## src/hw/ptw_pkg.sv

```systemverilog
// Sv39 page table walker shared widths, types, PTE bit positions and fault causes
`default_nettype none

package ptw_pkg;

    // Sv39 address and entry widths
    localparam int unsigned VLEN          = 39;
    localparam int unsigned PPN_W         = 44;
    localparam int unsigned PLEN          = 56;
    localparam int unsigned PTE_W         = 64;
    localparam int unsigned VPN_W         = 9;
    localparam int unsigned PAGE_OFFSET_W = 12;
    localparam int unsigned PSCID_W       = 20;
    localparam int unsigned CAUSE_W       = 12;

    typedef logic [VLEN-1:0]    vaddr_t;
    typedef logic [PPN_W-1:0]   ppn_t;
    typedef logic [PLEN-1:0]    paddr_t;
    typedef logic [PTE_W-1:0]   pte_t;
    typedef logic [VPN_W-1:0]   vpn_idx_t;
    typedef logic [PSCID_W-1:0] pscid_t;
    typedef logic [CAUSE_W-1:0] cause_t;

    // PTE flag bit positions
    localparam int unsigned PTE_V_BIT = 0;
    localparam int unsigned PTE_R_BIT = 1;
    localparam int unsigned PTE_W_BIT = 2;
    localparam int unsigned PTE_X_BIT = 3;
    localparam int unsigned PTE_U_BIT = 4;
    localparam int unsigned PTE_G_BIT = 5;
    localparam int unsigned PTE_A_BIT = 6;
    localparam int unsigned PTE_D_BIT = 7;

    // PPN occupies bits 53:10, bits 63:54 are reserved
    localparam int unsigned PPN_LSB  = 10;
    localparam int unsigned RSVD_LSB = 54;

    // IOMMU fault cause codes
    localparam cause_t CAUSE_LOAD_PF    = 12'd13;
    localparam cause_t CAUSE_STORE_PF   = 12'd15;
    localparam cause_t CAUSE_PT_CORRUPT = 12'd268;

    typedef enum logic [1:0] {SIZE_4K, SIZE_2M, SIZE_1G} page_size_e;

    // LVL1 is the root table
    typedef enum logic [1:0] {LVL1, LVL2, LVL3} walk_lvl_e;

    typedef enum logic [2:0] {IDLE, MEM_REQ, MEM_WAIT, DONE, FAULT} ptw_state_e;

    typedef enum logic [1:0] {PTE_POINTER, PTE_LEAF, PTE_FAULT} pte_class_e;

    // Configuration register map
    localparam logic CFG_ADDR_ROOT  = 1'b0;
    localparam logic CFG_ADDR_PSCID = 1'b1;

endpackage

`default_nettype wire

```

## src/hw/pte_checker.sv

```systemverilog
// Sv39 PTE classifier sorting one fetched entry into leaf, pointer or fault
`default_nettype none
`timescale 1ns/1ps

module pte_checker (
    input  ptw_pkg::pte_t       pte_i,
    input  ptw_pkg::walk_lvl_e  lvl_i,
    input  logic                store_i,
    input  logic                bus_err_i,
    output ptw_pkg::pte_class_e class_o,
    output logic                corrupt_o
);
    import ptw_pkg::*;

    ppn_t pte_ppn;
    logic is_leaf;
    logic bad_encoding;
    logic bad_leaf;
    logic bad_pointer;
    logic misaligned;

    assign pte_ppn = pte_i[RSVD_LSB-1:PPN_LSB];

    // Any of R or X marks a leaf, otherwise a pointer to the next table
    assign is_leaf = pte_i[PTE_R_BIT] || pte_i[PTE_X_BIT];

    // Invalid, W without R, or reserved upper bits in use
    assign bad_encoding = !pte_i[PTE_V_BIT]
                       || (pte_i[PTE_W_BIT] && !pte_i[PTE_R_BIT])
                       || (|pte_i[PTE_W-1:RSVD_LSB]);

    // Superpage leaves need zero low PPN bits
    assign misaligned = ((lvl_i == LVL1) && (|pte_ppn[2*VPN_W-1:0]))
                     || ((lvl_i == LVL2) && (|pte_ppn[VPN_W-1:0]));

    // Leaf needs A and R set, and D set when written
    assign bad_leaf = is_leaf && (misaligned
                                  || !pte_i[PTE_A_BIT]
                                  || !pte_i[PTE_R_BIT]
                                  || (store_i && !pte_i[PTE_D_BIT]));

    // A, D and U are reserved on pointers; a pointer at LVL3 runs out of levels
    assign bad_pointer = !is_leaf && (pte_i[PTE_A_BIT]
                                      || pte_i[PTE_D_BIT]
                                      || pte_i[PTE_U_BIT]
                                      || (lvl_i == LVL3));

    always_comb begin
        if (bus_err_i || bad_encoding || bad_leaf || bad_pointer) begin
            class_o = PTE_FAULT;
        end else if (is_leaf) begin
            class_o = PTE_LEAF;
        end else begin
            class_o = PTE_POINTER;
        end
    end

    // Read errors are reported as page table data corruption
    assign corrupt_o = bus_err_i;

endmodule

`default_nettype wire

```

## src/hw/ptw_cfg_regs.sv

```systemverilog
// Walker configuration registers holding root page number and process context ID
`default_nettype none
`timescale 1ns/1ps

module ptw_cfg_regs #(
    parameter ptw_pkg::ppn_t RESET_ROOT_PPN = '0
) (
    input  logic            clk_i,
    input  logic            rst_ni,
    input  logic            cfg_we_i,
    input  logic            cfg_addr_i,
    input  ptw_pkg::ppn_t   cfg_wdata_i,
    input  logic            walk_busy_i,
    output ptw_pkg::ppn_t   root_ppn_o,
    output ptw_pkg::pscid_t pscid_o
);
    import ptw_pkg::*;

    ppn_t   root_q;
    pscid_t pscid_q;
    logic   wr_en;

    // Writes are dropped for the whole walk so root and context stay consistent
    assign wr_en = cfg_we_i && !walk_busy_i;

    always_ff @(posedge clk_i or negedge rst_ni) begin
        if (!rst_ni) begin
            root_q  <= RESET_ROOT_PPN;
            pscid_q <= '0;
        end else if (wr_en) begin
            if (cfg_addr_i == CFG_ADDR_ROOT) begin
                root_q <= cfg_wdata_i;
            end
            // Context ID sits in the low bits of the write data
            if (cfg_addr_i == CFG_ADDR_PSCID) begin
                pscid_q <= cfg_wdata_i[PSCID_W-1:0];
            end
        end
    end

    assign root_ppn_o = root_q;
    assign pscid_o    = pscid_q;

endmodule

`default_nettype wire

```

## src/hw/ptw_datapath.sv

```systemverilog
// Walker datapath with walk registers, table pointer generation and leaf PPN merge
`default_nettype none
`timescale 1ns/1ps

module ptw_datapath (
    input  logic                clk_i,
    input  logic                rst_ni,
    input  logic                start_walk_i,
    input  logic                capture_pte_i,
    input  ptw_pkg::walk_lvl_e  lvl_i,
    input  ptw_pkg::vaddr_t     iova_i,
    input  ptw_pkg::ppn_t       root_ppn_i,
    input  ptw_pkg::pscid_t     pscid_i,
    input  ptw_pkg::pte_t       mem_rdata_i,
    output ptw_pkg::paddr_t     mem_addr_o,
    output ptw_pkg::pte_t       pte_o,
    output ptw_pkg::ppn_t       res_ppn_o,
    output ptw_pkg::page_size_e res_size_o,
    output logic                res_global_o,
    output ptw_pkg::pscid_t     res_pscid_o
);
    import ptw_pkg::*;

    vaddr_t     iova_q;
    pscid_t     pscid_q;
    pte_t       pte_q;
    pte_t       pte_cur;
    paddr_t     addr_q;
    ppn_t       ppn_q;
    ppn_t       pte_ppn;
    ppn_t       leaf_ppn;
    page_size_e size_q;
    page_size_e leaf_size;
    logic       global_q;
    vpn_idx_t   root_vpn;
    vpn_idx_t   vpn1;
    vpn_idx_t   vpn0;
    vpn_idx_t   next_vpn;

    // Bypass so the entry is visible on the same cycle it arrives
    assign pte_cur = capture_pte_i ? mem_rdata_i : pte_q;
    assign pte_ppn = pte_cur[RSVD_LSB-1:PPN_LSB];

    // VPN[2] from the incoming request, lower VPNs from the held IOVA
    assign root_vpn = iova_i[PAGE_OFFSET_W+2*VPN_W +: VPN_W];
    assign vpn1     = iova_q[PAGE_OFFSET_W+VPN_W +: VPN_W];
    assign vpn0     = iova_q[PAGE_OFFSET_W +: VPN_W];

    always_comb begin
        next_vpn  = vpn0;
        leaf_ppn  = pte_ppn;
        leaf_size = SIZE_4K;
        case (lvl_i)
            LVL1: begin
                // 1G page keeps VPN[1] and VPN[0] from the IOVA
                next_vpn       = vpn1;
                leaf_ppn[2*VPN_W-1:0] = {vpn1, vpn0};
                leaf_size      = SIZE_1G;
            end
            LVL2: begin
                leaf_ppn[VPN_W-1:0] = vpn0;
                leaf_size      = SIZE_2M;
            end
            default: begin
                leaf_size = SIZE_4K;
            end
        endcase
    end

    always_ff @(posedge clk_i) begin
        if (start_walk_i) begin
            iova_q  <= iova_i;
            pscid_q <= pscid_i;
            // Entries are 8 bytes wide
            addr_q  <= {root_ppn_i, root_vpn, 3'b000};
        end else if (capture_pte_i) begin
            pte_q  <= mem_rdata_i;
            addr_q <= {pte_ppn, next_vpn, 3'b000};
            ppn_q  <= leaf_ppn;
        end
    end

    // Global bit accumulates over every entry of the walk
    always_ff @(posedge clk_i or negedge rst_ni) begin
        if (!rst_ni) begin
            global_q <= 1'b0;
            size_q   <= SIZE_4K;
        end else if (start_walk_i) begin
            global_q <= 1'b0;
        end else if (capture_pte_i) begin
            global_q <= global_q | pte_cur[PTE_G_BIT];
            size_q   <= leaf_size;
        end
    end

    assign mem_addr_o   = addr_q;
    assign pte_o        = pte_cur;
    assign res_ppn_o    = ppn_q;
    assign res_size_o   = size_q;
    assign res_global_o = global_q;
    assign res_pscid_o  = pscid_q;

endmodule

`default_nettype wire

```

## src/hw/ptw_fsm.sv

```systemverilog
// Walk controller FSM running the walk and memory four-phase handshakes
`default_nettype none
`timescale 1ns/1ps

module ptw_fsm (
    input  logic                clk_i,
    input  logic                rst_ni,
    input  logic                walk_req_i,
    input  logic                walk_store_i,
    input  logic                mem_ack_i,
    input  logic                mem_err_i,
    input  ptw_pkg::pte_class_e class_i,
    input  logic                corrupt_i,
    output logic                walk_ack_o,
    output logic                res_fault_o,
    output ptw_pkg::cause_t     res_cause_o,
    output logic                mem_req_o,
    output logic                start_walk_o,
    output logic                capture_pte_o,
    output ptw_pkg::walk_lvl_e  lvl_o,
    output logic                walk_busy_o
);
    import ptw_pkg::*;

    ptw_state_e state_q;
    ptw_state_e state_d;
    walk_lvl_e  lvl_q;
    walk_lvl_e  lvl_d;
    pte_class_e class_q;
    pte_class_e class_d;
    logic       corrupt_q;
    logic       corrupt_d;
    logic       store_q;
    logic       store_d;
    logic       ack_q;
    logic       ack_d;
    logic       result_state;
    logic       release_walk;

    assign result_state = (state_q == DONE) || (state_q == FAULT);

    // Requester dropped its request after seeing the acknowledge
    assign release_walk = ack_q && !walk_req_i;

    always_comb begin
        state_d       = state_q;
        lvl_d         = lvl_q;
        class_d       = class_q;
        corrupt_d     = corrupt_q;
        store_d       = store_q;
        start_walk_o  = 1'b0;
        capture_pte_o = 1'b0;

        case (state_q)
            IDLE: begin
                // Request inputs are sampled only here
                if (walk_req_i) begin
                    state_d      = MEM_REQ;
                    lvl_d        = LVL1;
                    store_d      = walk_store_i;
                    corrupt_d    = 1'b0;
                    start_walk_o = 1'b1;
                end
            end
            MEM_REQ: begin
                if (mem_ack_i) begin
                    // Skip the register update on a failed read
                    capture_pte_o = !mem_err_i;
                    class_d       = class_i;
                    corrupt_d     = corrupt_i;
                    state_d       = MEM_WAIT;
                end
            end
            MEM_WAIT: begin
                // Next request only once the memory has dropped its ack
                if (!mem_ack_i) begin
                    case (class_q)
                        PTE_POINTER: begin
                            state_d = MEM_REQ;
                            lvl_d   = (lvl_q == LVL1) ? LVL2 : LVL3;
                        end
                        PTE_LEAF: begin
                            state_d = DONE;
                        end
                        default: begin
                            state_d = FAULT;
                        end
                    endcase
                end
            end
            DONE, FAULT: begin
                if (release_walk) begin
                    state_d = IDLE;
                end
            end
            default: begin
                state_d = IDLE;
            end
        endcase
    end

    // Ack rises one cycle after DONE or FAULT is entered
    assign ack_d = result_state && !release_walk;

    always_ff @(posedge clk_i or negedge rst_ni) begin
        if (!rst_ni) begin
            state_q   <= IDLE;
            lvl_q     <= LVL1;
            class_q   <= PTE_POINTER;
            corrupt_q <= 1'b0;
            store_q   <= 1'b0;
            ack_q     <= 1'b0;
        end else begin
            state_q   <= state_d;
            lvl_q     <= lvl_d;
            class_q   <= class_d;
            corrupt_q <= corrupt_d;
            store_q   <= store_d;
            ack_q     <= ack_d;
        end
    end

    // Bus errors take priority over the access type fault
    always_comb begin
        res_cause_o = '0;
        if (state_q == FAULT) begin
            if (corrupt_q) begin
                res_cause_o = CAUSE_PT_CORRUPT;
            end else if (store_q) begin
                res_cause_o = CAUSE_STORE_PF;
            end else begin
                res_cause_o = CAUSE_LOAD_PF;
            end
        end
    end

    assign walk_ack_o  = ack_q;
    assign res_fault_o = (state_q == FAULT);
    assign mem_req_o   = (state_q == MEM_REQ);
    assign lvl_o       = lvl_q;
    assign walk_busy_o = (state_q != IDLE);

endmodule

`default_nettype wire

```

## src/hw/ptw_top.sv

```systemverilog
// Sv39 page table walker top level joining config, controller, datapath and checker
`default_nettype none
`timescale 1ns/1ps

module ptw_top #(
    parameter ptw_pkg::ppn_t RESET_ROOT_PPN = 44'h80000
) (
    input  logic                clk_i,
    input  logic                rst_ni,
    // Walk request port
    input  logic                walk_req_i,
    input  ptw_pkg::vaddr_t     walk_iova_i,
    input  logic                walk_store_i,
    output logic                walk_ack_o,
    // Walk result
    output logic                res_fault_o,
    output ptw_pkg::cause_t     res_cause_o,
    output ptw_pkg::ppn_t       res_ppn_o,
    output ptw_pkg::page_size_e res_size_o,
    output logic                res_global_o,
    output ptw_pkg::pscid_t     res_pscid_o,
    // Memory read port
    output logic                mem_req_o,
    output ptw_pkg::paddr_t     mem_addr_o,
    input  logic                mem_ack_i,
    input  ptw_pkg::pte_t       mem_rdata_i,
    input  logic                mem_err_i,
    // Configuration write port
    input  logic                cfg_we_i,
    input  logic                cfg_addr_i,
    input  ptw_pkg::ppn_t       cfg_wdata_i
);
    import ptw_pkg::*;

    ppn_t       root_ppn;
    pscid_t     pscid;
    logic       walk_busy;
    logic       start_walk;
    logic       capture_pte;
    walk_lvl_e  lvl;
    pte_t       pte;
    pte_class_e pte_class;
    logic       pte_corrupt;

    ptw_cfg_regs #(
        .RESET_ROOT_PPN(RESET_ROOT_PPN)
    ) i_ptw_cfg_regs (
        .clk_i      (clk_i),
        .rst_ni     (rst_ni),
        .cfg_we_i   (cfg_we_i),
        .cfg_addr_i (cfg_addr_i),
        .cfg_wdata_i(cfg_wdata_i),
        .walk_busy_i(walk_busy),
        .root_ppn_o (root_ppn),
        .pscid_o    (pscid)
    );

    ptw_fsm i_ptw_fsm (
        .clk_i        (clk_i),
        .rst_ni       (rst_ni),
        .walk_req_i   (walk_req_i),
        .walk_store_i (walk_store_i),
        .mem_ack_i    (mem_ack_i),
        .mem_err_i    (mem_err_i),
        .class_i      (pte_class),
        .corrupt_i    (pte_corrupt),
        .walk_ack_o   (walk_ack_o),
        .res_fault_o  (res_fault_o),
        .res_cause_o  (res_cause_o),
        .mem_req_o    (mem_req_o),
        .start_walk_o (start_walk),
        .capture_pte_o(capture_pte),
        .lvl_o        (lvl),
        .walk_busy_o  (walk_busy)
    );

    ptw_datapath i_ptw_datapath (
        .clk_i        (clk_i),
        .rst_ni       (rst_ni),
        .start_walk_i (start_walk),
        .capture_pte_i(capture_pte),
        .lvl_i        (lvl),
        .iova_i       (walk_iova_i),
        .root_ppn_i   (root_ppn),
        .pscid_i      (pscid),
        .mem_rdata_i  (mem_rdata_i),
        .mem_addr_o   (mem_addr_o),
        .pte_o        (pte),
        .res_ppn_o    (res_ppn_o),
        .res_size_o   (res_size_o),
        .res_global_o (res_global_o),
        .res_pscid_o  (res_pscid_o)
    );

    // Store flag is held stable by the requester for the whole walk
    pte_checker i_pte_checker (
        .pte_i    (pte),
        .lvl_i    (lvl),
        .store_i  (walk_store_i),
        .bus_err_i(mem_err_i),
        .class_o  (pte_class),
        .corrupt_o(pte_corrupt)
    );

endmodule

`default_nettype wire
```

## config.mk

```make
export PLATFORM = sky130hd
export DESIGN_NAME = ptw_top
export DESIGN_NICKNAME = d
export VERILOG_FILES = /design/src/hw/ptw_pkg.sv /design/src/hw/pte_checker.sv /design/src/hw/ptw_cfg_regs.sv /design/src/hw/ptw_datapath.sv /design/src/hw/ptw_fsm.sv /design/src/hw/ptw_top.sv
export SDC_FILE = /design/constraint.sdc
export NUM_CORES = 1
export LEC_CHECK = 0
export BUFFER_PORTS_ARGS = -buffer_cell sky130_fd_sc_hd__buf_2
export CAP_MARGIN = 10
export CORE_MARGIN = 3
export CORE_UTILIZATION = 45
export DETAILED_ROUTE_END_ITERATION = 6
export GPL_ROUTABILITY_DRIVEN = 0
export PLACE_DENSITY = 0.83
export SLEW_MARGIN = 20
export SYNTH_ARGS = -nofsm -noshare
export SYNTH_HDL_FRONTEND = slang
export SYNTH_SLANG_ARGS = --single-unit
export TNS_END_PERCENT = 1
```

## constraint.sdc

```tcl
create_clock -name clk_i -period 4.8 [get_ports clk_i]
set_clock_uncertainty 0.05 [all_clocks]
set_input_delay 0.24 -clock clk_i [delete_from_list [all_inputs] [get_ports clk_i]]
set_output_delay 0.24 -clock clk_i [all_outputs]
set_load 0.005 [all_outputs]
```

=== Word-level counts from Yosys, hierarchy flattened ===
Cells that the tools add are included.

* Input bits: 155
* Output and inout port bits: 138
* Logic and storage cells: 115
* Bits in registers: 288

* Bitwise operators: 3
* Muxes and demuxes: 32
* Equal/unequal tests: 12
* Reductions and logical operators: 52

{| class="wikitable"
|+ Operators with widths
! cell !! count
|-
| 2-to-1 mux 56 bit || 2
|-
| 2-to-1 mux 64 bit || 1
|-
| 2-to-1 mux 9 bit || 3
|-
| 2-to-1 mux 12 bit || 2
|-
| OR reduction 18 bit || 1
|-
| logical OR 1 bit || 14
|-
| 2-to-1 mux 2 bit || 6
|-
| 2-to-1 mux 3 bit || 4
|-
| one-hot mux 3 bit (4 select lines) || 1
|-
| AND reduction 2 bit || 5
|-
| OR reduction 10 bit || 1
|-
| logical AND 1 bit || 9
|-
| logical NOT 1 bit || 9
|-
| 2-to-1 mux 1 bit || 9
|-
| OR reduction 9 bit || 1
|-
| one-hot mux 2 bit (2 select lines) || 2
|-
| AND reduction 4 bit || 2
|-
| == test 3 x 2 -> 1 bit, second input constant || 2
|-
| != test 2 x 1 -> 1 bit, second input constant || 3
|-
| one-hot mux 3 bit (2 select lines) || 1
|-
| nonzero test 2 bit || 3
|-
| == test 2 x 1 -> 1 bit, second input constant || 2
|-
| logical NOT 2 bit || 2
|-
| != test 2 bit, second input constant || 2
|-
| 10 further kinds || 12
|}

=== Longest topological paths before layout ===
Gate-level depths: netlist of the first run.

* Word-level depth: 14
* Gate-level depth with buffers: 8
* Depth with buffers taken out: 6

=== Hierarchy ===
A second synthesis of the first run with hierarchy kept.

* Cell total of the unflattened synthesis: 641
* Area, all modules: 11322.1 sq um

{| class="wikitable"
|+ By module, submodules not included
! module !! seq. area each (sq um) !! cells each !! times used !! area each (sq um)
|-
| ptw_datapath || 6050.8 || 414 || 1 || 8106.5
|-
| ptw_cfg_regs || 1602.8 || 136 || 1 || 2404.8
|-
| ptw_fsm || 250.2 || 70 || 1 || 664.4
|-
| pte_checker || 0.0 || 21 || 1 || 146.4
|}

=== Worst setup path before layout of the first run ===
OpenSTA, ideal clock, no wires.

* Path kind: reg2reg
* Start: register i_ptw_fsm.state_q[0]
* End: register i_ptw_datapath.addr_q[10], in the netlist i_ptw_datapath.mem_addr_o[10], enable pin
* Data required time: 4.114 ns
* Arrival: 3.822 ns
* Setup slack: 0.292 ns
* Stages on the path, launching flop included: 6
* Library setup time: 0.636 ns
* Period minus slack after synthesis: 4.508 ns
* Buffers on the path: 2
* Cell sequence: dfrtp_1 nor2_1 nand2_1 clkbuf_1 clkbuf_1 nand2_1

* Word-level cells in the longest chain between the ends: 3
* Elaborated cells between the ends (all ways): 5
* Classes of those cells: 1 x eq/ne; 2 x mux; 2 x reduce/logical

{| class="wikitable"
|+ RTL lines
! item !! line !! source
|-
| start: declaration || ptw_fsm.sv:25 || <nowiki>ptw_state_e state_q;</nowiki>
|-
| start signal: assignment || ptw_fsm.sv:114 || <nowiki>state_q <= state_d;</nowiki>
|-
| == test 3 x 1 -> 1 bit / logical NOT 3 bit (equally long branches) || ptw_fsm.sv:54 || <nowiki>case (state_q)</nowiki>
|-
| 2-to-1 mux 1 bit || ptw_fsm.sv:54 ||
|-
| nonzero test 2 bit (no line) * || - ||
|-
| end signal: assignment || ptw_datapath.sv:75 || <nowiki>addr_q <= {root_ppn_i, root_vpn, 3'b000};</nowiki>
|-
| end signal: assignment || ptw_datapath.sv:78 || <nowiki>addr_q <= {pte_ppn, next_vpn, 3'b000};</nowiki>
|-
| end: declaration || ptw_datapath.sv:28 || <nowiki>paddr_t addr_q;</nowiki>
|}

Every way passes the cells marked *; elsewhere a longest branch is shown, timed or not.
A chain may end at the register's enable or synchronous reset.

=== Worst setup path after layout of the first run ===
* Start: register i_ptw_fsm.state_q[0]
* End: register i_ptw_datapath.addr_q[20], in the netlist i_ptw_datapath.mem_addr_o[20], enable pin

The elaborated chain is that of the path after synthesis.

==> metrics.yaml, run 1 <==
power_and_ir_drop:
  power.density_nw_per_um2: 623
  ir_drop_mv: 0.378
  power_leakage_nw: 5.93
synthesis:
  synth_cell_types: 54
  avgSynthCellArea_um2: 14.7
  seq_area_frac_synth_pct: 70.2
  synth_cells: 713
  yosys.cell_count.top_type: "edfxtp_1"
  synth_flop_cell: "edfxtp_1"
  synth_area_leaders: "edfxtp_1, dfrtp_1, mux2_2"
  synth_seq_cells: 257
  ys_top_cells_by_count: "edfxtp_1, nor2_1, dfrtp_1"
  synthArstFlopShare_pct: 30.0
  synth_area_um2: 10500
  synth.largest_area_cell: "edfxtp_1"
  synth-edff-count: 180
  yosys.area.top_type_share_pct: 51.7
  ys.warnings.count: 0
global_routing:
  grt_overflow: 0
  grt_pass1_vias: 7720
  grt_usage_pct: 22.6
  grt_start_max_net_pins: 88
  antenna_found_initial: 1
  grt_first_pass_wirelength_um: 43300
cts:
  cts_buffer_depth: 3
  post_cts_buffers: 0
  cts_hold_buf: 109
  cts_root_buffer: "clkbuf_16"
  cts_tree: "built"
  clkTransAtPathRegs_ns: 0.06
  cts.htree.levels: 1
  clkLatencyLatePin_ns: 0.54
  clkSinkCount: 257
  cts_resized: 0
  numCtsBuffers: 26
cells_and_area:
  drive_gt1_share_pct: 39.5
  syn_to_final_growth_pct: 32.7
  utilization_pct: 61.1
  nets: 1240
critical_path:
  crit_arrival_ns: 3.18
  crit_path_start_kind: "register"
  path_max_fanout: 43
  worst_setup_path_end_kind: "register"
  crit_required_ns: 4.92
  crit_type: "register to register"
floorplanning:
  rows: 55
  die-area_um2: 25100
  start_util_pct: 46.0
  die_w_um: 158
  die_h_um: 158
  core_um2: 22700
  io_pins: 293
drt:
  drt_iter0_drc: 497
  drt_wl_total_um: 29200
  detail-route-antenna-nets: 0
  drc_errors: 0
  vias_per_cell: 5.26
  drtPass1Iterations: 5
  wire_per_inst_um: 21.0
  vias: 7318
sta:
  fmax_mhz: 327
  worstMarginPinSlew_ns: 1.04
  fin_crit_sh_pct: 63.7
  fin_tns_setup_ns: 0
  setup_viol_count_final: 0
  rsz0062_at_grt: "false"
  fin_ws_ns: 1.74
  final-hold-violation-count: 0
  maxSlewViolCount: 0
  relSlewSlack_pct: 30.2
  fin_crit_ns: 3.06
hold_path:
  hp-class: "input pin to register"
placement:
  io_buffer_count: 268
  pre_cts_ws_ns: 1.70
  dp_hpwl_um: 17500
run:
  cap_violations: 0
run_status:
  status: "finished clean"
==> flip-flops by register name, indices dropped and copies added (netlist names) <==
| name | count |
|---|---|
| i_ptw_fsm.store_q | 1 |
| i_ptw_datapath.mem_addr_o | 53 |
| i_ptw_datapath.res_pscid_o | 20 |
| i_ptw_datapath.iova_q | 18 |
| i_ptw_fsm.state_q | 3 |
| i_ptw_datapath.res_size_o | 2 |
| i_ptw_fsm.walk_ack_o | 1 |
| i_ptw_datapath.res_global_o | 1 |
| i_ptw_fsm.lvl_o | 2 |
| i_ptw_fsm.corrupt_q | 1 |
| i_ptw_datapath.res_ppn_o | 44 |
| i_ptw_fsm.class_q | 2 |
| i_ptw_cfg_regs.pscid_o | 20 |
| i_ptw_datapath.pte_q | 45 |
| i_ptw_cfg_regs.root_ppn_o | 44 |
==> final timing paths <==
check,start,slack [ns],cells past startpoint,end
setup / recovery,i_ptw_fsm.state_q[0],1.74,4,i_ptw_datapath.mem_addr_o[20]
hold / removal,walk_store_i,0.02,3,i_ptw_fsm.store_q
setup reg to reg,i_ptw_fsm.state_q[0],1.74,4,i_ptw_datapath.mem_addr_o[20]
hold reg to reg,i_ptw_cfg_regs.pscid_o[14],0.39,0,i_ptw_datapath.res_pscid_o[14]
max in group asynchronous,rst_ni,3.85,2,i_ptw_cfg_regs.root_ppn_o[31]
min in group asynchronous,rst_ni,0.32,2,i_ptw_cfg_regs.pscid_o[6]
==> cells in the final DEF, fill, tap and decap left out, types with 22 or more instances in the layout <==
| master | instances |
|---|---|
| clkbuf_16 | 26 |
| dfrtp_1 | 76 |
| a21oi_1 | 39 |
| edfxtp_1 | 180 |
| nor2_1 | 136 |
| inv_1 | 22 |
| nand2_1 | 27 |
| buf_2 | 267 |
| mux2_4 | 27 |
| mux2_2 | 65 |
| dlygate4sd3_1 | 109 |
==> critical path, cell delays in order (launching register included) <==
cell	delay [ns]
dfrtp_1	0.52
nor2_1	0.48
nand2_4	0.43
nand2_2	0.68
buf_4	0.52
==> layer usage <==
layer	track usage [%]	vias up	wire length [µm]
li1	-	3275	-
met1	27.0	3560	11000
met2	40.5	412	14800
met3	5.27	71	2480
met4	7.29	0	932
met5	0	-	0
==> cells by family (layout without fill, tap and decap cells) <==
logic type	after synthesis	in the layout	synth area share, %
muxes	111	111	13.3
and+or+nand+nor	198	198	8.28
DFF	257	257	70.2
buffers and inverters	74	457	4.02
other	1	11	0.0359
AOI/OAI and AO/OA	72	72	4.19
==> stage by stage <==
stage               hold WS (ns)  power, W  cells  area (µm²)
floorplan                 -0.106   0.00561    722       10500
global route              0.0204   0.00912   1391       13900
finish                    0.0213   0.00865   1391       13900
detailed placement         0.368   0.00652   1233       11900
global placement           0.368   0.00640   1233       11900
CTS                     0.000571   0.00862   1390       13900
==> power by group <==
group          switching (W)  total (W)  internal (W)
registers           0.000438    0.00405       0.00361
logic                0.00145    0.00259       0.00113
clock network       0.000847    0.00201       0.00116
total                0.00274    0.00865       0.00591
==> final cells by class <==
class	instances	area, µm²
Clock inverter	10	115
Fill cell	1643	8840
Clock buffer	38	726
Sequential cell	257	7330
Tap cell	285	357
Inverter	24	90.1
Timing Repair Buffer	385	2500
Multi-Input combinational cell	391	2750
Antenna cell	1	2.50
No activity file was read; power rests on OpenSTA's default activity.
==> run 2, diff against run 1 <==
clock period = 2.5 ns   (was 4.8 ns; I/O delays follow)
==> run 2 against run 1 <==
First-iteration DRC count fell by 6.8%. Non-clock buffer count up 28. Critical path type is now register to primary output. Clock power rose by 85%. Combinational power increased by 100%. Final cell count up 2.0%. Wire length rose by 1.7%. Setup slack worse by 1.3 ns. Global-route usage increased by 0.35 points. Critical path depth grew 2. Sequential share of layout area decreased by 1.1 points. Largest cell class unchanged. Hold slack gained 0.010 ns.
==> metrics.yaml, run 2 (synthesis results as in run 1) <==
global_routing:
  grtUsageMet1_pct: 26.9  # was 27.0%
  grt_first_pass_wirelength_um: 44100  # was 43300 µm
  antenna_found_initial: 1  # unchanged
  grt_use_met3_pct: 5.30  # was 5.27%
  grtUsageMet2_pct: 41.6  # was 40.5%
  grt_start_max_net_pins: 61  # was 88
  top_usage_layer: "met2"  # unchanged
  grt_overflow: 0  # unchanged
  grt_pass1_vias: 8015  # was 7720
  grt_usage_pct: 22.9  # was 22.6%
cts:
  cts_root_buffer: "clkbuf_16"  # unchanged
  cts_resized: 0  # unchanged
  clkLatencyLatePin_ns: 0.53  # was 0.54 ns
  cts_buffer_depth: 3  # unchanged
  cts_tree: "built"  # unchanged
  clkSinkCount: 257  # unchanged
  post_cts_buffers: 0  # unchanged
  clkTransAtPathRegs_ns: 0.06  # about the same
  cts.htree.levels: 1  # unchanged
  numCtsBuffers: 26  # unchanged
floorplanning:
  core_um2: 22700  # unchanged
  start_util_pct: 46.0  # unchanged
  io_pins: 293  # unchanged
  rows: 55  # unchanged
  die_w_um: 158  # unchanged
  die-area_um2: 25100  # unchanged
  die_h_um: 158  # unchanged
cells_and_area:
  largest_reg_flops: 53  # unchanged
  design_area_um2: 14200  # was 13900 µm²
  drive_gt1_share_pct: 39.8  # was 39.5%
  final_cell_mix: "buf_2, edfxtp_1, nor2_1"  # unchanged
  syn_to_final_growth_pct: 35.5  # was 32.7%
  utilization_pct: 62.3  # was 61.1%
  final_common_cell: "buf_2"  # unchanged
  instances_no_fill: 1419  # was 1391
  nets: 1268  # was 1240
power_and_ir_drop:
  power_leakage_nw: 6.08  # was 5.93 nW
  p_seq_share_pct: 46.0  # was 46.9%
  intPower_w: 0.0114  # was 0.00591 W
  power.density_nw_per_um2: 1180  # was 623 nW/µm²
  power.switching_w: 0.00529  # was 0.00274 W
  clkPwrFrac_pct: 22.3  # was 23.2%
  comb_power_share_pct: 31.8  # was 29.9%
  switching_share_pct: 31.7  # about the same
  ir_drop_mv: 0.811  # was 0.378 mV
critical_path:
  reg2reg_depth: 6  # was 4
  path_max_fanout: 16  # was 43
  slowest_delay_ns: 0.38  # was 0.68 ns
  crit_path_start_kind: "register"  # unchanged
  crit_arrival_ns: 1.84  # was 3.18 ns
  crit_type: "register to primary output"  # was register to register
  cp_top_family: "simple AND/OR/NAND/NOR gates"  # unchanged
  cp_common_cell: "nor2_1"
  crit_required_ns: 2.33  # was 4.92 ns
  worst-path-buf-inv: 2  # was 1
  r2r_end: "i_ptw_datapath.mem_addr_o[52]"  # was i_ptw_datapath.mem_addr_o[20]
  crit_chain: "buf_4, nor2_1, nand2_1, nor2_1, and2_1, buf_2"  # was nor2_1, nand2_4, nand2_2, buf_4
  regToRegStartpoint: "i_ptw_fsm.state_q[2]"  # was i_ptw_fsm.state_q[0]
  slowest_stage: "dfrtp_1"  # was nand2_2
  r2r_setup_slack_ns: 0.49  # was 1.74 ns
  cp.depth: 6  # was 4
  worst_setup_path_end_kind: "primary output"  # was register
sta:
  maxSlewViolCount: 0  # unchanged
  setup_viol_count_final: 0  # unchanged
  final-hold-violation-count: 0  # unchanged
  rsz0062_at_grt: "false"  # unchanged
  fin_crit_ns: 2.02
  worstMarginPinSlew_ns: 0.751  # was 1.04 ns
  fin_crit_sh_pct: 80.6
  fmax_mhz: 496
  relSlewSlack_pct: 49.2  # was 30.2%
placement:
  place_area_um2: 12100  # was 11900 µm²
  dp_cells: 1249  # was 1233
  dp_hpwl_um: 18000  # was 17500 µm
  io_buffer_count: 268  # unchanged
drt:
  drtPass1Iterations: 5  # unchanged
  wire_per_inst_um: 20.9  # was 21.0 µm
  vias: 7455  # was 7318
  detail-route-antenna-nets: 0  # unchanged
  drt_wl_total_um: 29700  # was 29200 µm
  drt_iter0_drc: 463  # was 497
  vias_per_cell: 5.25  # was 5.26
  drc_errors: 0  # unchanged
hold_path:
  hp-class: "input pin to register"  # unchanged
  hold_depth: 4  # was 3
  hp-start: "mem_ack_i"  # was walk_store_i
  min_to: "i_ptw_fsm.corrupt_q"  # was i_ptw_fsm.store_q
run:
  cap_violations: 0  # unchanged
run_status:
  status: "finished clean"  # unchanged
==> run 2: cell count changes in the layout (fill, tap and decap cells not counted), moves of 2 or more <==
cell / delta
clkinv_1: +4
buf_4: +11
buf_12: +6
clkbuf_1: -2
dlygate4sd3_1: +12
==> run 2: cell type report <==
class	count	area (µm²)
antenna	1	2.50
multi-input combinational	391	2760
tap	285	357
clock buffer	36	718
fill	1614	8550
clock inverter	12	92.6
inverter	24	90.1
sequential	257	7330
timing repair buffer	413	2810
==> run 2: how the worst max path moves through the flow <==
stage	from	slack [ns]	endpoint
finish	i_ptw_fsm.state_q[1]	0.48	res_cause_o[1]
global route	i_ptw_fsm.state_q[1]	0.33	res_cause_o[1]
floorplan	i_ptw_fsm.state_q[0]	-0.10	i_ptw_datapath.iova_q[12]
CTS	i_ptw_fsm.state_q[1]	0.46	res_cause_o[1]
global placement	i_ptw_fsm.state_q[2]	0.49	i_ptw_datapath.mem_addr_o[55]
detailed placement	i_ptw_fsm.state_q[2]	0.49	i_ptw_datapath.mem_addr_o[55]
==> run 2: stage by stage <==
stage          setup slack, ns  TNS (ns)  hold slack (ns)  power [W]
2_1_floorplan           -0.101     -3.89           -0.221     0.0108
3_3_place_gp             0.488         0           0.0840     0.0125
3_5_place_dp             0.495         0           0.0874     0.0128
4_1_cts                  0.456         0          0.00773     0.0167
5_1_grt                  0.327         0           0.0704     0.0176
6_report                 0.485         0           0.0317     0.0167
==> run 2: per-layer routing <==
layer,share of wire [%],vias up
li1,-,3332
met4,2.7,0
met1,38,3651
met2,51,405
met3,8.1,67
met5,0,-
==> run 2: worst min-delay path: cells and delay by family <==
family                 cells  cell delay [ns]
AO/OA/AOI/OAI              1             0.05
buffers and inverters      1             0.15
AND/OR/NAND/NOR            2             0.23
==> run 2: what timing repair did <==
item                                    4_1_cts  5_1_grt
endpoints found under the setup margin        0        0
hold buffers                                121        0
endpoints found under the hold margin       296        0
==> run 2: power by group through the flow <==
stage	clock network [W]	logic [W]	registers [W]
6_report	0.00372	0.00530	0.00768
5_1_grt	0.00395	0.00583	0.00784
4_1_cts	0.00377	0.00528	0.00763
3_5_place_dp	0	0.00510	0.00769
3_3_place_gp	0	0.00490	0.00759
2_1_floorplan	0	0.00318	0.00759
==> run 3, diff against run 2 <==
clock period = 1.8 ns   (was 2.5 ns; I/O delays follow)
==> run 3 against run 2 <==
The flow now finishes with violations (negative setup slack). Setup slack worse by 0.53 ns. Combinational power increased by 55%. Non-clock buffer count increased by 25. Critical endpoint is now i_ptw_datapath.mem_addr_o[49]. Clock power is 50% higher. Utilization increased by 2.5 points. Die area did not move. Hold slack got worse by 0.0099 ns. Critical path depth stayed put.
==> metrics.yaml, run 3 (synthesis results as in run 1) <==
floorplanning:
  die_h_um: 158  # unchanged
  start_util_pct: 46.0  # unchanged
  die-area_um2: 25100  # unchanged
  die_w_um: 158  # unchanged
  io_pins: 293  # unchanged
  core_um2: 22700  # unchanged
  rows: 55  # unchanged
cells_and_area:
  final_cell_mix: "buf_2, edfxtp_1, nor2_1"  # unchanged
  final_common_cell: "buf_2"  # unchanged
  nets: 1294  # was 1268
  largest_reg_flops: 53  # unchanged
  insertedDiodeCount: 0  # was 1
  drive_gt1_share_pct: 42.3  # was 39.8%
  syn_to_final_growth_pct: 40.8  # was 35.5%
  utilization_pct: 64.8  # was 62.3%
  instances_no_fill: 1445  # was 1419
run:
  cap_violations: 0  # unchanged
critical_path:
  crit_required_ns: 2.04  # was 2.33 ns
  crit_path_start_kind: "register"  # unchanged
  worst_setup_path_end_kind: "register"  # was primary output
  crit_type: "register to register"  # was register to primary output
  crit_arrival_ns: 2.09  # was 1.84 ns
  path_max_fanout: 25  # was 16
cts:
  cts_tree: "built"  # unchanged
  clkTransAtPathRegs_ns: 0.06  # about the same
  cts_buffer_depth: 3  # unchanged
  cts.htree.levels: 1  # unchanged
  clkLatencyLatePin_ns: 0.55  # was 0.53 ns
  post_cts_buffers: 0  # unchanged
  clkSinkCount: 257  # unchanged
  cts_root_buffer: "clkbuf_16"  # unchanged
  numCtsBuffers: 27  # was 26
drt:
  m1WireLength_um: 11300  # was 11200 µm
  drt_wl_total_um: 30800  # was 29700 µm
  vias: 7523  # was 7455
  wire_per_inst_um: 21.3  # was 20.9 µm
  met3_wirelength_um: 2240  # was 2410 µm
  drtPass1Iterations: 5  # unchanged
  top_layer: "met4"  # unchanged
  wl_met2_um: 16300  # was 15300 µm
  vias_per_cell: 5.21  # was 5.25
  drt_iter0_drc: 521  # was 463
  drc_errors: 0  # unchanged
  detail-route-antenna-nets: 0  # unchanged
sta:
  fin_crit_sh_pct: 103
  fmax_mhz: 541
  worstMarginPinSlew_ns: 0.559  # was 0.751 ns
  fin_tns_setup_ns: -0.383  # was 0 ns
  fin_crit_ns: 1.85
  fin_ws_ns: -0.0475  # was 0.485 ns
  final-hold-violation-count: 0  # unchanged
  maxSlewViolCount: 0  # unchanged
  rsz0062_at_grt: "true"  # was false
  setup_viol_count_final: 29  # was 0
  relSlewSlack_pct: 62.7  # was 49.2%
global_routing:
  grt_pass1_vias: 8112  # was 8015
  grt_first_pass_wirelength_um: 45600  # was 44100 µm
  grt_usage_pct: 23.8  # was 22.9%
  antenna_found_initial: 0  # was 1
  grt_overflow: 0  # unchanged
  grt_start_max_net_pins: 47  # was 61
run_status:
  violations: "negative setup slack"
  status: "finished, violations left"  # was finished clean
power_and_ir_drop:
  power_leakage_nw: 6.31  # was 6.08 nW
  ir_drop_mv: 1.09  # was 0.811 mV
  power.density_nw_per_um2: 1670  # was 1180 nW/µm²
placement:
  io_buffer_count: 268  # unchanged
  dp_cells: 1272  # was 1249
  pre_cts_ws_ns: -0.0770  # was 0.495 ns
  dp_hpwl_um: 19000  # was 18000 µm
hold_path:
  hp-class: "input pin to asynchronous set/reset pin"  # was input pin to register
run 3: final cells by class:
type                       instances  area (µm²)
tap                              285         357
timing repair buffer             438        3130
fill                            1542        7990
multi-input combinational        391        2910
inverter                          24        96.3
clock inverter                    11         101
clock buffer                      39         801
sequential                       257        7330
run 3: power breakdown:
| group | switching [W] | total (W) | internal (W) |
|---|---|---|---|
| Clock | 0.00234 | 0.00558 | 0.00324 |
| Combinational | 0.00432 | 0.00820 | 0.00387 |
| Sequential | 0.00113 | 0.0108 | 0.00963 |
| Total | 0.00779 | 0.0245 | 0.0168 |
run 3: worst max-delay path, stage by stage, from the launching register on:
cell and delay [ns]:
dfrtp_1 0.39, and4bb_4 0.36, nand2b_4 0.09, buf_12 0.18, mux2_4 0.34, nor2_2 0.12, nor2_1 0.06
run 3: final timing paths:
kind                                                 from                       endpoint  slack (ns)  cells past startpoint
worst min-delay path                               rst_ni     i_ptw_cfg_regs.pscid_o[13]        0.02                      2
worst max-delay path                 i_ptw_fsm.state_q[1]  i_ptw_datapath.mem_addr_o[49]       -0.05                      6
worst min register to register  i_ptw_cfg_regs.pscid_o[3]  i_ptw_datapath.res_pscid_o[3]        0.39                      0
min in group clk_i                         mem_rdata_i[6]           i_ptw_fsm.class_q[1]        0.08                      4
max in group asynchronous                          rst_ni  i_ptw_cfg_regs.root_ppn_o[37]        1.00                      3
worst max register to register       i_ptw_fsm.state_q[1]  i_ptw_datapath.mem_addr_o[49]       -0.05                      6
run 3: per-layer routing:
| layer | track usage, % | up-vias |
|---|---|---|
| li1 | - | 3388 |
| met1 | 27.4 | 3701 |
| met2 | 44.1 | 367 |
| met3 | 5.08 | 67 |
| met4 | 8.03 | 0 |
| met5 | 0 | - |
run 3: through the flow:
stage          total power (W)  instance area (µm²)  hold WS (ns)
6_report                0.0245                14700        0.0218
5_1_grt                 0.0258                14700        0.0656
4_1_cts                 0.0243                14700        0.0157
3_5_place_dp            0.0183                12400        0.0554
3_3_place_gp            0.0179                12400        0.0512
2_1_floorplan           0.0150                10500        -0.256
run 3: repair_timing:
action,4_1_cts,5_1_grt
hold endpoints to repair,309,0
cloned,0,0
hold buffers,123,0
setup endpoints to repair,48,144
gates resized for setup,23,7
pin swaps,16,1
